### src/source/mmu_pkg.sv
// Sv32 MMU shared widths, types, exception causes and TLB sizes
`default_nettype none

package mmu_pkg;

  // ------------------------------------------------------------
  // widths and sizes
  // ------------------------------------------------------------
  localparam int unsigned VADDR_W    = 32;
  localparam int unsigned PADDR_W    = 34;
  localparam int unsigned VPN_W      = 20;
  localparam int unsigned PPN_W      = 22;
  localparam int unsigned PAGE_OFS_W = 12;
  // one level of the two-level Sv32 table
  localparam int unsigned VPN_LVL_W  = 10;

  localparam int unsigned ITLB_ENTRIES = 4;
  localparam int unsigned DTLB_ENTRIES = 8;

  // exception causes
  localparam logic [3:0] CAUSE_INSTR_ACCESS = 4'd1;
  localparam logic [3:0] CAUSE_LOAD_ACCESS  = 4'd5;
  localparam logic [3:0] CAUSE_STORE_ACCESS = 4'd7;
  localparam logic [3:0] CAUSE_INSTR_PAGE   = 4'd12;
  localparam logic [3:0] CAUSE_LOAD_PAGE    = 4'd13;
  localparam logic [3:0] CAUSE_STORE_PAGE   = 4'd15;

  // ------------------------------------------------------------
  // types
  // ------------------------------------------------------------
  typedef logic [VADDR_W-1:0] vaddr_t;
  typedef logic [PADDR_W-1:0] paddr_t;
  typedef logic [VPN_W-1:0]   vpn_t;
  typedef logic [PPN_W-1:0]   ppn_t;
  typedef logic [1:0]         priv_lvl_t;

  localparam priv_lvl_t PRIV_U = 2'd0;
  localparam priv_lvl_t PRIV_S = 2'd1;
  localparam priv_lvl_t PRIV_M = 2'd3;

  typedef struct packed {
    ppn_t       ppn;
    logic [1:0] rsw;
    logic       d;
    logic       a;
    logic       g;
    logic       u;
    logic       x;
    logic       w;
    logic       r;
    logic       v;
  } pte_t;

  typedef struct packed {
    logic       valid;
    logic [3:0] cause;
    vaddr_t     tval;
  } exception_t;

  typedef struct packed {
    logic valid;
    vpn_t vpn;
    logic is_mega;
    pte_t pte;
  } tlb_update_t;

  typedef struct packed {
    logic valid;
    logic is_instr;
    vpn_t vpn;
  } refill_req_t;

  typedef struct packed {
    logic valid;
    pte_t pte;
    logic is_mega;
    logic page_fault;
    logic access_fault;
  } refill_rsp_t;

  // miss report from a translation path
  typedef struct packed {
    logic valid;
    vpn_t vpn;
  } miss_t;

  typedef struct packed {
    logic valid;
    logic page_fault;
    logic access_fault;
  } walk_err_t;

  typedef enum logic [1:0] {
    IDLE,
    WAIT_I,
    WAIT_D
  } refill_state_e;

  // physical address from a leaf PTE, megapages keep VPN[0] of the virtual address
  function automatic paddr_t sv32_paddr(input ppn_t ppn, input logic is_mega,
                                        input vaddr_t vaddr);
    paddr_t pa;
    pa = {ppn, vaddr[PAGE_OFS_W-1:0]};
    if (is_mega) begin
      pa[PAGE_OFS_W+VPN_LVL_W-1:PAGE_OFS_W] = vaddr[PAGE_OFS_W+VPN_LVL_W-1:PAGE_OFS_W];
    end
    return pa;
  endfunction

endpackage

`default_nettype wire
### src/source/mmu_top.sv
// Sv32 MMU top level with fetch and data translation paths and a shared refill port
`timescale 1ns/1ns
`default_nettype none

module mmu_top
  import mmu_pkg::*;
(
  input  wire         clk_i,
  input  wire         rst_ni,
  input  logic        flush_i,
  input  logic        fetch_en_i,
  input  logic        ldst_en_i,
  input  priv_lvl_t   priv_i,
  input  priv_lvl_t   ldst_priv_i,
  input  logic        sum_i,
  // fetch
  input  logic        fetch_req_i,
  input  vaddr_t      fetch_vaddr_i,
  output logic        fetch_valid_o,
  output paddr_t      fetch_paddr_o,
  output exception_t  fetch_ex_o,
  // load/store
  input  logic        lsu_req_i,
  input  vaddr_t      lsu_vaddr_i,
  input  logic        lsu_is_store_i,
  output logic        lsu_dtlb_hit_o,
  output ppn_t        lsu_dtlb_ppn_o,
  output paddr_t      lsu_dtlb_paddr_o,
  output logic        lsu_valid_o,
  output paddr_t      lsu_paddr_o,
  output exception_t  lsu_ex_o,
  // external walker
  output refill_req_t refill_req_o,
  input  refill_rsp_t refill_rsp_i
);

  miss_t       imiss, dmiss;
  tlb_update_t itlb_update, dtlb_update;
  walk_err_t   iwalk_err, dwalk_err;

  mmu_fetch_xlate i_fetch (
    .clk_i, .rst_ni, .flush_i,
    .en_i          (fetch_en_i),
    .priv_i        (priv_i),
    .fetch_req_i, .fetch_vaddr_i,
    .update_i      (itlb_update),
    .walk_err_i    (iwalk_err),
    .miss_o        (imiss),
    .fetch_valid_o, .fetch_paddr_o, .fetch_ex_o
  );

  mmu_data_xlate i_data (
    .clk_i, .rst_ni, .flush_i,
    .en_i          (ldst_en_i),
    .priv_i        (ldst_priv_i),
    .sum_i,
    .lsu_req_i, .lsu_vaddr_i, .lsu_is_store_i,
    .update_i      (dtlb_update),
    .walk_err_i    (dwalk_err),
    .miss_o        (dmiss),
    .lsu_dtlb_hit_o, .lsu_dtlb_ppn_o, .lsu_dtlb_paddr_o,
    .lsu_valid_o, .lsu_paddr_o, .lsu_ex_o
  );

  mmu_refill_arbiter i_arbiter (
    .clk_i, .rst_ni, .flush_i,
    .imiss_i       (imiss),
    .dmiss_i       (dmiss),
    .refill_req_o, .refill_rsp_i,
    .itlb_update_o (itlb_update),
    .dtlb_update_o (dtlb_update),
    .iwalk_err_o   (iwalk_err),
    .dwalk_err_o   (dwalk_err)
  );

endmodule

`default_nettype wire

### src/source/mmu_refill_arbiter.sv
// serializes ITLB and DTLB misses onto the refill port and routes the response
`timescale 1ns/1ns
`default_nettype none

module mmu_refill_arbiter
  import mmu_pkg::*;
(
  input  wire         clk_i,
  input  wire         rst_ni,
  input  logic        flush_i,
  input  miss_t       imiss_i,
  input  miss_t       dmiss_i,
  output refill_req_t refill_req_o,
  input  refill_rsp_t refill_rsp_i,
  output tlb_update_t itlb_update_o,
  output tlb_update_t dtlb_update_o,
  output walk_err_t   iwalk_err_o,
  output walk_err_t   dwalk_err_o
);

  refill_state_e state_q, state_d;
  logic          discard_q, discard_d;
  vpn_t          vpn_q;
  logic          rsp_ok;
  logic          rsp_err;

  // ------------------------------------------------------------
  // FSM, instruction misses first
  // ------------------------------------------------------------
  always_comb begin
    state_d   = state_q;
    discard_d = discard_q || flush_i;
    case (state_q)
      IDLE: begin
        discard_d = flush_i;
        if (imiss_i.valid) begin
          state_d = WAIT_I;
        end else if (dmiss_i.valid) begin
          state_d = WAIT_D;
        end
      end
      WAIT_I, WAIT_D: begin
        if (refill_rsp_i.valid) begin
          state_d = IDLE;
        end
      end
      default: state_d = IDLE;
    endcase
  end

  always_ff @(posedge clk_i or negedge rst_ni) begin
    if (!rst_ni) begin
      state_q   <= IDLE;
      discard_q <= 1'b0;
    end else begin
      state_q   <= state_d;
      discard_q <= discard_d;
    end
  end

  // vpn of the miss being served
  always_ff @(posedge clk_i) begin
    if (state_q == IDLE) begin
      vpn_q <= imiss_i.valid ? imiss_i.vpn : dmiss_i.vpn;
    end
  end

  assign refill_req_o.valid    = (state_q != IDLE);
  assign refill_req_o.is_instr = (state_q == WAIT_I);
  assign refill_req_o.vpn      = vpn_q;

  // ------------------------------------------------------------
  // response routing
  // ------------------------------------------------------------
  // a flush during the walk drops the answer
  assign rsp_ok  = refill_rsp_i.valid && !discard_q && !flush_i;
  assign rsp_err = refill_rsp_i.access_fault || refill_rsp_i.page_fault;

  assign itlb_update_o.valid   = rsp_ok && !rsp_err && (state_q == WAIT_I);
  assign itlb_update_o.vpn     = vpn_q;
  assign itlb_update_o.is_mega = refill_rsp_i.is_mega;
  assign itlb_update_o.pte     = refill_rsp_i.pte;

  assign dtlb_update_o.valid   = rsp_ok && !rsp_err && (state_q == WAIT_D);
  assign dtlb_update_o.vpn     = vpn_q;
  assign dtlb_update_o.is_mega = refill_rsp_i.is_mega;
  assign dtlb_update_o.pte     = refill_rsp_i.pte;

  // access fault wins over page fault
  assign iwalk_err_o.valid        = rsp_ok && rsp_err && (state_q == WAIT_I);
  assign iwalk_err_o.access_fault = refill_rsp_i.access_fault;
  assign iwalk_err_o.page_fault   = refill_rsp_i.page_fault && !refill_rsp_i.access_fault;

  assign dwalk_err_o.valid        = rsp_ok && rsp_err && (state_q == WAIT_D);
  assign dwalk_err_o.access_fault = refill_rsp_i.access_fault;
  assign dwalk_err_o.page_fault   = refill_rsp_i.page_fault && !refill_rsp_i.access_fault;

endmodule

`default_nettype wire

### src/source/mmu_data_xlate.sv
// data-side translation with DTLB, cycle-0 hit outputs and cycle-1 checked result
`timescale 1ns/1ns
`default_nettype none

module mmu_data_xlate
  import mmu_pkg::*;
(
  input  wire         clk_i,
  input  wire         rst_ni,
  input  logic        flush_i,
  input  logic        en_i,
  input  priv_lvl_t   priv_i,
  input  logic        sum_i,
  input  logic        lsu_req_i,
  input  vaddr_t      lsu_vaddr_i,
  input  logic        lsu_is_store_i,
  input  tlb_update_t update_i,
  input  walk_err_t   walk_err_i,
  output miss_t       miss_o,
  output logic        lsu_dtlb_hit_o,
  output ppn_t        lsu_dtlb_ppn_o,
  output paddr_t      lsu_dtlb_paddr_o,
  output logic        lsu_valid_o,
  output paddr_t      lsu_paddr_o,
  output exception_t  lsu_ex_o
);

  logic      dtlb_hit;
  pte_t      dtlb_pte;
  logic      dtlb_mega;
  logic      req_q;
  logic      hit_q;
  walk_err_t err_q;
  logic      store_q;
  logic      mega_q;
  pte_t      pte_q;
  vaddr_t    vaddr_q;
  logic      perm_err;

  mmu_tlb #(
    .ENTRIES (DTLB_ENTRIES)
  ) i_dtlb (
    .clk_i        (clk_i),
    .rst_ni       (rst_ni),
    .flush_i      (flush_i),
    .update_i     (update_i),
    .lu_vaddr_i   (lsu_vaddr_i),
    .lu_hit_o     (dtlb_hit),
    .lu_pte_o     (dtlb_pte),
    .lu_is_mega_o (dtlb_mega)
  );

  // the cycle after a walk error delivers that error, so no new miss is raised
  assign miss_o.valid = lsu_req_i && en_i && !dtlb_hit && !err_q.valid;
  assign miss_o.vpn   = lsu_vaddr_i[VADDR_W-1:PAGE_OFS_W];

  // ------------------------------------------------------------
  // cycle 0
  // ------------------------------------------------------------
  assign lsu_dtlb_hit_o   = en_i ? dtlb_hit : 1'b1;
  assign lsu_dtlb_paddr_o = en_i ? sv32_paddr(dtlb_pte.ppn, dtlb_mega, lsu_vaddr_i)
                                 : PADDR_W'(lsu_vaddr_i);
  assign lsu_dtlb_ppn_o   = lsu_dtlb_paddr_o[PADDR_W-1:PAGE_OFS_W];

  always_ff @(posedge clk_i or negedge rst_ni) begin
    if (!rst_ni) begin
      req_q <= 1'b0;
      hit_q <= 1'b0;
      err_q <= '0;
    end else begin
      req_q       <= lsu_req_i;
      hit_q       <= dtlb_hit;
      err_q       <= walk_err_i;
      err_q.valid <= walk_err_i.valid && lsu_req_i;
    end
  end

  always_ff @(posedge clk_i) begin
    store_q <= lsu_is_store_i;
    mega_q  <= dtlb_mega;
    pte_q   <= dtlb_pte;
    vaddr_q <= lsu_vaddr_i;
  end

  // ------------------------------------------------------------
  // cycle 1
  // ------------------------------------------------------------
  assign perm_err = ((priv_i == PRIV_S) && pte_q.u && !sum_i)
                    || ((priv_i == PRIV_U) && !pte_q.u)
                    || (store_q ? (!pte_q.w || !pte_q.d) : !pte_q.r);

  always_comb begin
    lsu_valid_o = req_q;
    lsu_paddr_o = PADDR_W'(vaddr_q);
    lsu_ex_o    = '0;
    if (en_i) begin
      lsu_valid_o = req_q && (hit_q || err_q.valid);
      lsu_paddr_o = sv32_paddr(pte_q.ppn, mega_q, vaddr_q);
      if (req_q && hit_q && perm_err) begin
        lsu_ex_o.valid = 1'b1;
        lsu_ex_o.cause = store_q ? CAUSE_STORE_PAGE : CAUSE_LOAD_PAGE;
        lsu_ex_o.tval  = vaddr_q;
      end else if (req_q && err_q.valid) begin
        lsu_ex_o.valid = 1'b1;
        if (err_q.access_fault) begin
          lsu_ex_o.cause = store_q ? CAUSE_STORE_ACCESS : CAUSE_LOAD_ACCESS;
        end else begin
          lsu_ex_o.cause = store_q ? CAUSE_STORE_PAGE : CAUSE_LOAD_PAGE;
        end
        lsu_ex_o.tval = vaddr_q;
      end
    end
  end

endmodule

`default_nettype wire

### src/source/mmu_fetch_xlate.sv
// instruction-side translation with ITLB, same-cycle address and permission check
`timescale 1ns/1ns
`default_nettype none

module mmu_fetch_xlate
  import mmu_pkg::*;
(
  input  wire         clk_i,
  input  wire         rst_ni,
  input  logic        flush_i,
  input  logic        en_i,
  input  priv_lvl_t   priv_i,
  input  logic        fetch_req_i,
  input  vaddr_t      fetch_vaddr_i,
  input  tlb_update_t update_i,
  input  walk_err_t   walk_err_i,
  output miss_t       miss_o,
  output logic        fetch_valid_o,
  output paddr_t      fetch_paddr_o,
  output exception_t  fetch_ex_o
);

  logic itlb_hit;
  pte_t itlb_pte;
  logic itlb_mega;
  logic perm_err;

  mmu_tlb #(
    .ENTRIES (ITLB_ENTRIES)
  ) i_itlb (
    .clk_i        (clk_i),
    .rst_ni       (rst_ni),
    .flush_i      (flush_i),
    .update_i     (update_i),
    .lu_vaddr_i   (fetch_vaddr_i),
    .lu_hit_o     (itlb_hit),
    .lu_pte_o     (itlb_pte),
    .lu_is_mega_o (itlb_mega)
  );

  assign miss_o.valid = fetch_req_i && en_i && !itlb_hit;
  assign miss_o.vpn   = fetch_vaddr_i[VADDR_W-1:PAGE_OFS_W];

  // not executable, supervisor page from U-mode or user page from S-mode
  assign perm_err = !itlb_pte.x
                    || ((priv_i == PRIV_U) && !itlb_pte.u)
                    || ((priv_i == PRIV_S) && itlb_pte.u);

  always_comb begin
    // translation off: pass through
    fetch_valid_o = fetch_req_i;
    fetch_paddr_o = PADDR_W'(fetch_vaddr_i);
    fetch_ex_o    = '0;
    if (en_i) begin
      fetch_valid_o = fetch_req_i && (itlb_hit || walk_err_i.valid);
      fetch_paddr_o = sv32_paddr(itlb_pte.ppn, itlb_mega, fetch_vaddr_i);
      if (fetch_req_i && itlb_hit && perm_err) begin
        fetch_ex_o = '{valid: 1'b1, cause: CAUSE_INSTR_PAGE, tval: fetch_vaddr_i};
      end else if (fetch_req_i && walk_err_i.valid) begin
        fetch_ex_o.valid = 1'b1;
        fetch_ex_o.cause = walk_err_i.access_fault ? CAUSE_INSTR_ACCESS : CAUSE_INSTR_PAGE;
        fetch_ex_o.tval  = fetch_vaddr_i;
      end
    end
  end

endmodule

`default_nettype wire

### src/source/mmu_tlb.sv
// fully associative Sv32 TLB with megapage match, round-robin refill and flush
`timescale 1ns/1ns
`default_nettype none

module mmu_tlb
  import mmu_pkg::*;
#(
  parameter int unsigned ENTRIES = 4
) (
  input  wire         clk_i,
  input  wire         rst_ni,
  input  logic        flush_i,
  input  tlb_update_t update_i,
  input  vaddr_t      lu_vaddr_i,
  output logic        lu_hit_o,
  output pte_t        lu_pte_o,
  output logic        lu_is_mega_o
);

  logic [ENTRIES-1:0]         valid_q;
  logic [ENTRIES-1:0]         mega_q;
  vpn_t                       tag_q [ENTRIES];
  pte_t                       pte_q [ENTRIES];
  logic [ENTRIES-1:0]         match;
  logic [$clog2(ENTRIES)-1:0] rr_q;
  logic [$clog2(ENTRIES)-1:0] wr_idx;
  logic                       free_found;
  vpn_t                       lu_vpn;

  assign lu_vpn = lu_vaddr_i[VADDR_W-1:PAGE_OFS_W];

  // ------------------------------------------------------------
  // lookup
  // ------------------------------------------------------------
  always_comb begin
    for (int i = 0; i < ENTRIES; i++) begin
      // megapages ignore VPN[0]
      match[i] = valid_q[i]
                 && (tag_q[i][VPN_W-1:VPN_LVL_W] == lu_vpn[VPN_W-1:VPN_LVL_W])
                 && (mega_q[i] || (tag_q[i][VPN_LVL_W-1:0] == lu_vpn[VPN_LVL_W-1:0]));
    end
  end

  always_comb begin
    lu_hit_o     = 1'b0;
    lu_pte_o     = '0;
    lu_is_mega_o = 1'b0;
    for (int i = 0; i < ENTRIES; i++) begin
      if (match[i]) begin
        lu_hit_o     = 1'b1;
        lu_pte_o     = pte_q[i];
        lu_is_mega_o = mega_q[i];
      end
    end
  end

  // ------------------------------------------------------------
  // refill slot: lowest free entry, else the round-robin victim
  // ------------------------------------------------------------
  always_comb begin
    free_found = 1'b0;
    wr_idx     = rr_q;
    for (int i = ENTRIES - 1; i >= 0; i--) begin
      if (!valid_q[i]) begin
        free_found = 1'b1;
        wr_idx     = i[$clog2(ENTRIES)-1:0];
      end
    end
  end

  always_ff @(posedge clk_i or negedge rst_ni) begin
    if (!rst_ni) begin
      valid_q <= '0;
      rr_q    <= '0;
    end else if (flush_i) begin
      valid_q <= '0;
    end else if (update_i.valid) begin
      valid_q[wr_idx] <= 1'b1;
      if (!free_found) begin
        rr_q <= rr_q + 1'b1;
      end
    end
  end

  // entry contents
  always_ff @(posedge clk_i) begin
    if (update_i.valid && !flush_i) begin
      tag_q[wr_idx]  <= update_i.vpn;
      mega_q[wr_idx] <= update_i.is_mega;
      pte_q[wr_idx]  <= update_i.pte;
    end
  end

endmodule

`default_nettype wire

### config.mk
export PLATFORM = sky130hd
export DESIGN_NAME = mmu_top
export DESIGN_NICKNAME = d
export VERILOG_FILES = /design/src/source/mmu_pkg.sv /design/src/source/mmu_top.sv /design/src/source/mmu_refill_arbiter.sv /design/src/source/mmu_data_xlate.sv /design/src/source/mmu_fetch_xlate.sv /design/src/source/mmu_tlb.sv
export SDC_FILE = /design/constraint.sdc
export NUM_CORES = 1
export LEC_CHECK = 0
export ABC_AREA = 1
export ABC_CLOCK_PERIOD_IN_PS = 4700
export BUFFER_PORTS_ARGS = -buffer_cell sky130_fd_sc_hd__buf_2
export CAP_MARGIN = 20
export CORE_MARGIN = 2
export CORE_UTILIZATION = 62
export CTS_BUF_LIST = sky130_fd_sc_hd__clkbuf_2
export DETAILED_ROUTE_END_ITERATION = 6
export PLACE_DENSITY = 0.83
export SLEW_MARGIN = 0
export SYNTH_ARGS = -nofsm -noshare
export SYNTH_HDL_FRONTEND = slang
export SYNTH_HIERARCHICAL = 1
export SYNTH_SLANG_ARGS = --single-unit
### constraint.sdc
create_clock -name clk_i -period 4.7 [get_ports clk_i]
set_input_delay 0.94 -clock clk_i [delete_from_list [all_inputs] [get_ports clk_i]]
set_output_delay 0.94 -clock clk_i [all_outputs]
set_load 0.03 [all_outputs]
==> metrics.txt <==
CTS max path bufs=3; HP Class=primary input to register; io pins=336; slew margin rel.=31.8%; Post-Layout Cell Count=4132; worst hold path startpoint=lsu_vaddr_i[24]; reg2reg start=i_data/i_dtlb/tag_q[0][19]; R2R setup slack=1470 ps; Critical Path Sink=fetch_ex_o[2]; Post-DP HPWL=54.8 mm; pin count of the biggest net entering global routing=52; grt ovf=0; RSZ-0062 raised after global routing=true; Mapped Cells=2966; vias per cell=6.11; Placer Congestion=0.921; fillers=2759; Worst EP required=3760 ps; critical path capture point type=output port; routed wire length=103 mm; worst r2r dst=i_arbiter/state_q[0]; FP Rows=81; final count of hold timing violations=0; most frequent cells in the layout=701 x nand2_1, 576 x edfxtp_1, 301 x nor2_1; Overall Global Routing Usage=37.0%; final hold slack=64.7 ps; worst r2r path cells=17; number of global-route vias before repair=24.3k; Lkg Pwr=15.5 nW; WP data arrival=4410 ps; Area growth, synth to finish=21.0%; f_max=187 MHz; fin crit share=114%; crit path from=i_fetch/i_itlb/tag_q[2][18]; Synthesis Warnings=6; Worst-path clk slew=150 ps; Cell Area, Synth=30300 um^2; WS Path Type=register to output port; status=finished with violations; clk_skew=134 ps; Slew @ Worst Pin=1020 ps; DR iter-0 viols=3605; full die area=50700 um^2; NumNets Final=3493; Total Power=12.5 mW; share of layout cells above drive strength 1=29.9%; H-Tree Level Count=4; clock latency on the worst-skew pair=1490 ps; failing checks=design-rule violations, negative setup slack; Pre-antenna DRT Iters=7; final worst setup slack=-653 ps; Final setup violation count=102; Slew Limit Fails=0; Num Clock Sinks=660; chip width=225 um; drc violations=1; PortBufs=329; VDD IR max=0.246 mV; setup_tns=-34310 ps; worst-path fanout max=4; Reg area=19100 um^2; Via Count=25.3k; root buf cell=clkbuf_2; commonest non-fill, non-tap cell in the layout=nand2_1; placed cell areas=31400 um^2; starting density of the core=62.3%; Setup crit start kind=register; Cells after DPL=3675; Die Span Y=225 um; Num CTS Buffers=163; routed length per instance=25.0 um; first-pass GRT wire length=138 mm; area of the core=48600 um^2; Mean Syn Cell Area=10.2 um^2; CTS tree=done; antenna violations before repair=10; area of the multi-input gates=9370 um^2; post-route cell area=36700 um^2; Net Count, Synth=3083; Power Density=340 nW/um^2; Tmin final=5350 ps; ANT nets after route=0; max-cap violations=0
[worst max-delay path: stages, from the launching register on]
cell,delay [ps]
edfxtp_1,440
nand2_1,120
nand4_1,120
nor2_1,170
nand3_2,180
a21oi_4,300
a21oi_1,200
a21oi_4,230
nand3_2,150
nand3_4,190
nand3_4,160
buf_6,210
a21oi_4,300
buf_6,190
[per-stage QoR]
stage               setup slack [ps]  util (%)
global placement                 137      64.5
detailed placement              9.98      64.5
CTS                             -284      73.2
global route                    -647      75.4
finish                          -653      75.4
floorplan                        515         -
[registers in the layout, summed over array words and instances (netlist names)]
signal	count
i_data/i_dtlb/pte_q	208
i_data/i_dtlb/tag_q	160
i_fetch/i_itlb/pte_q	96
i_fetch/i_itlb/tag_q	80
i_data/vaddr_q	32
i_data/pte_q	26
i_arbiter/vpn_q	20
i_data/i_dtlb/mega_q	8
i_data/i_dtlb/valid_q	8
i_fetch/i_itlb/mega_q	4
i_fetch/i_itlb/valid_q	4
i_data/i_dtlb/rr_q	3
i_arbiter/state_q	2
i_data/err_q	2
i_fetch/i_itlb/rr_q	2
i_arbiter/discard_q	1
i_data/hit_q	1
i_data/mega_q	1
i_data/req_q	1
i_data/store_q	1
[layer usage]
layer | up-vias | share of wire (%) | global-route usage [%]
met1 | 11800 | 31 | 42.6
met3 | 626 | 14 | 11.4
met4 | 8 | 8.2 | 24.0
met5 | - | 0.053 | 0
met2 | 2365 | 46 | 60.0
li1 | 10400 | - | -
[repair_timing]
action,CTS,global route
hold endpoints to repair,411,0
gates cloned,14,3
hold buffers,90,0
gates resized for setup,324,238
setup endpoints to repair,99,113
buffers inserted,33,22
pin swaps,52,55
[layout make-up]
type                    count  share of cell area (%)
flip-flops and latches    660                    52.1
multi-input cells        1711                    25.5
repair buffers            559                    13.0
clock buffers             245                    3.34
inverters                 281                    2.90
well taps                 622                    2.12
clock inverters            47                   0.979
diodes                      7                  0.0477
[power breakdown]
part / switching [mW] / total [mW] / internal (mW) / leakage, nW
Combinational: 0.862 / 1.21 / 0.349 / 8.26
Sequential: 0.356 / 7.04 / 6.69 / 6.01
Clock: 2.51 / 4.22 / 1.72 / 1.18
[how the worst min path moves through the flow]
stage,to,slack (ps),cells after the start
6_report,i_arbiter/vpn_q[12],60,3
2_1_floorplan,i_data/pte_q[1],420,2
4_1_cts,i_arbiter/vpn_q[10],3,4
3_5_place_dp,i_data/pte_q[7],430,2
5_1_grt,i_arbiter/vpn_q[12],40,3
3_3_place_gp,i_data/pte_q[1],430,2
Power figures use the tool's default switching activity.
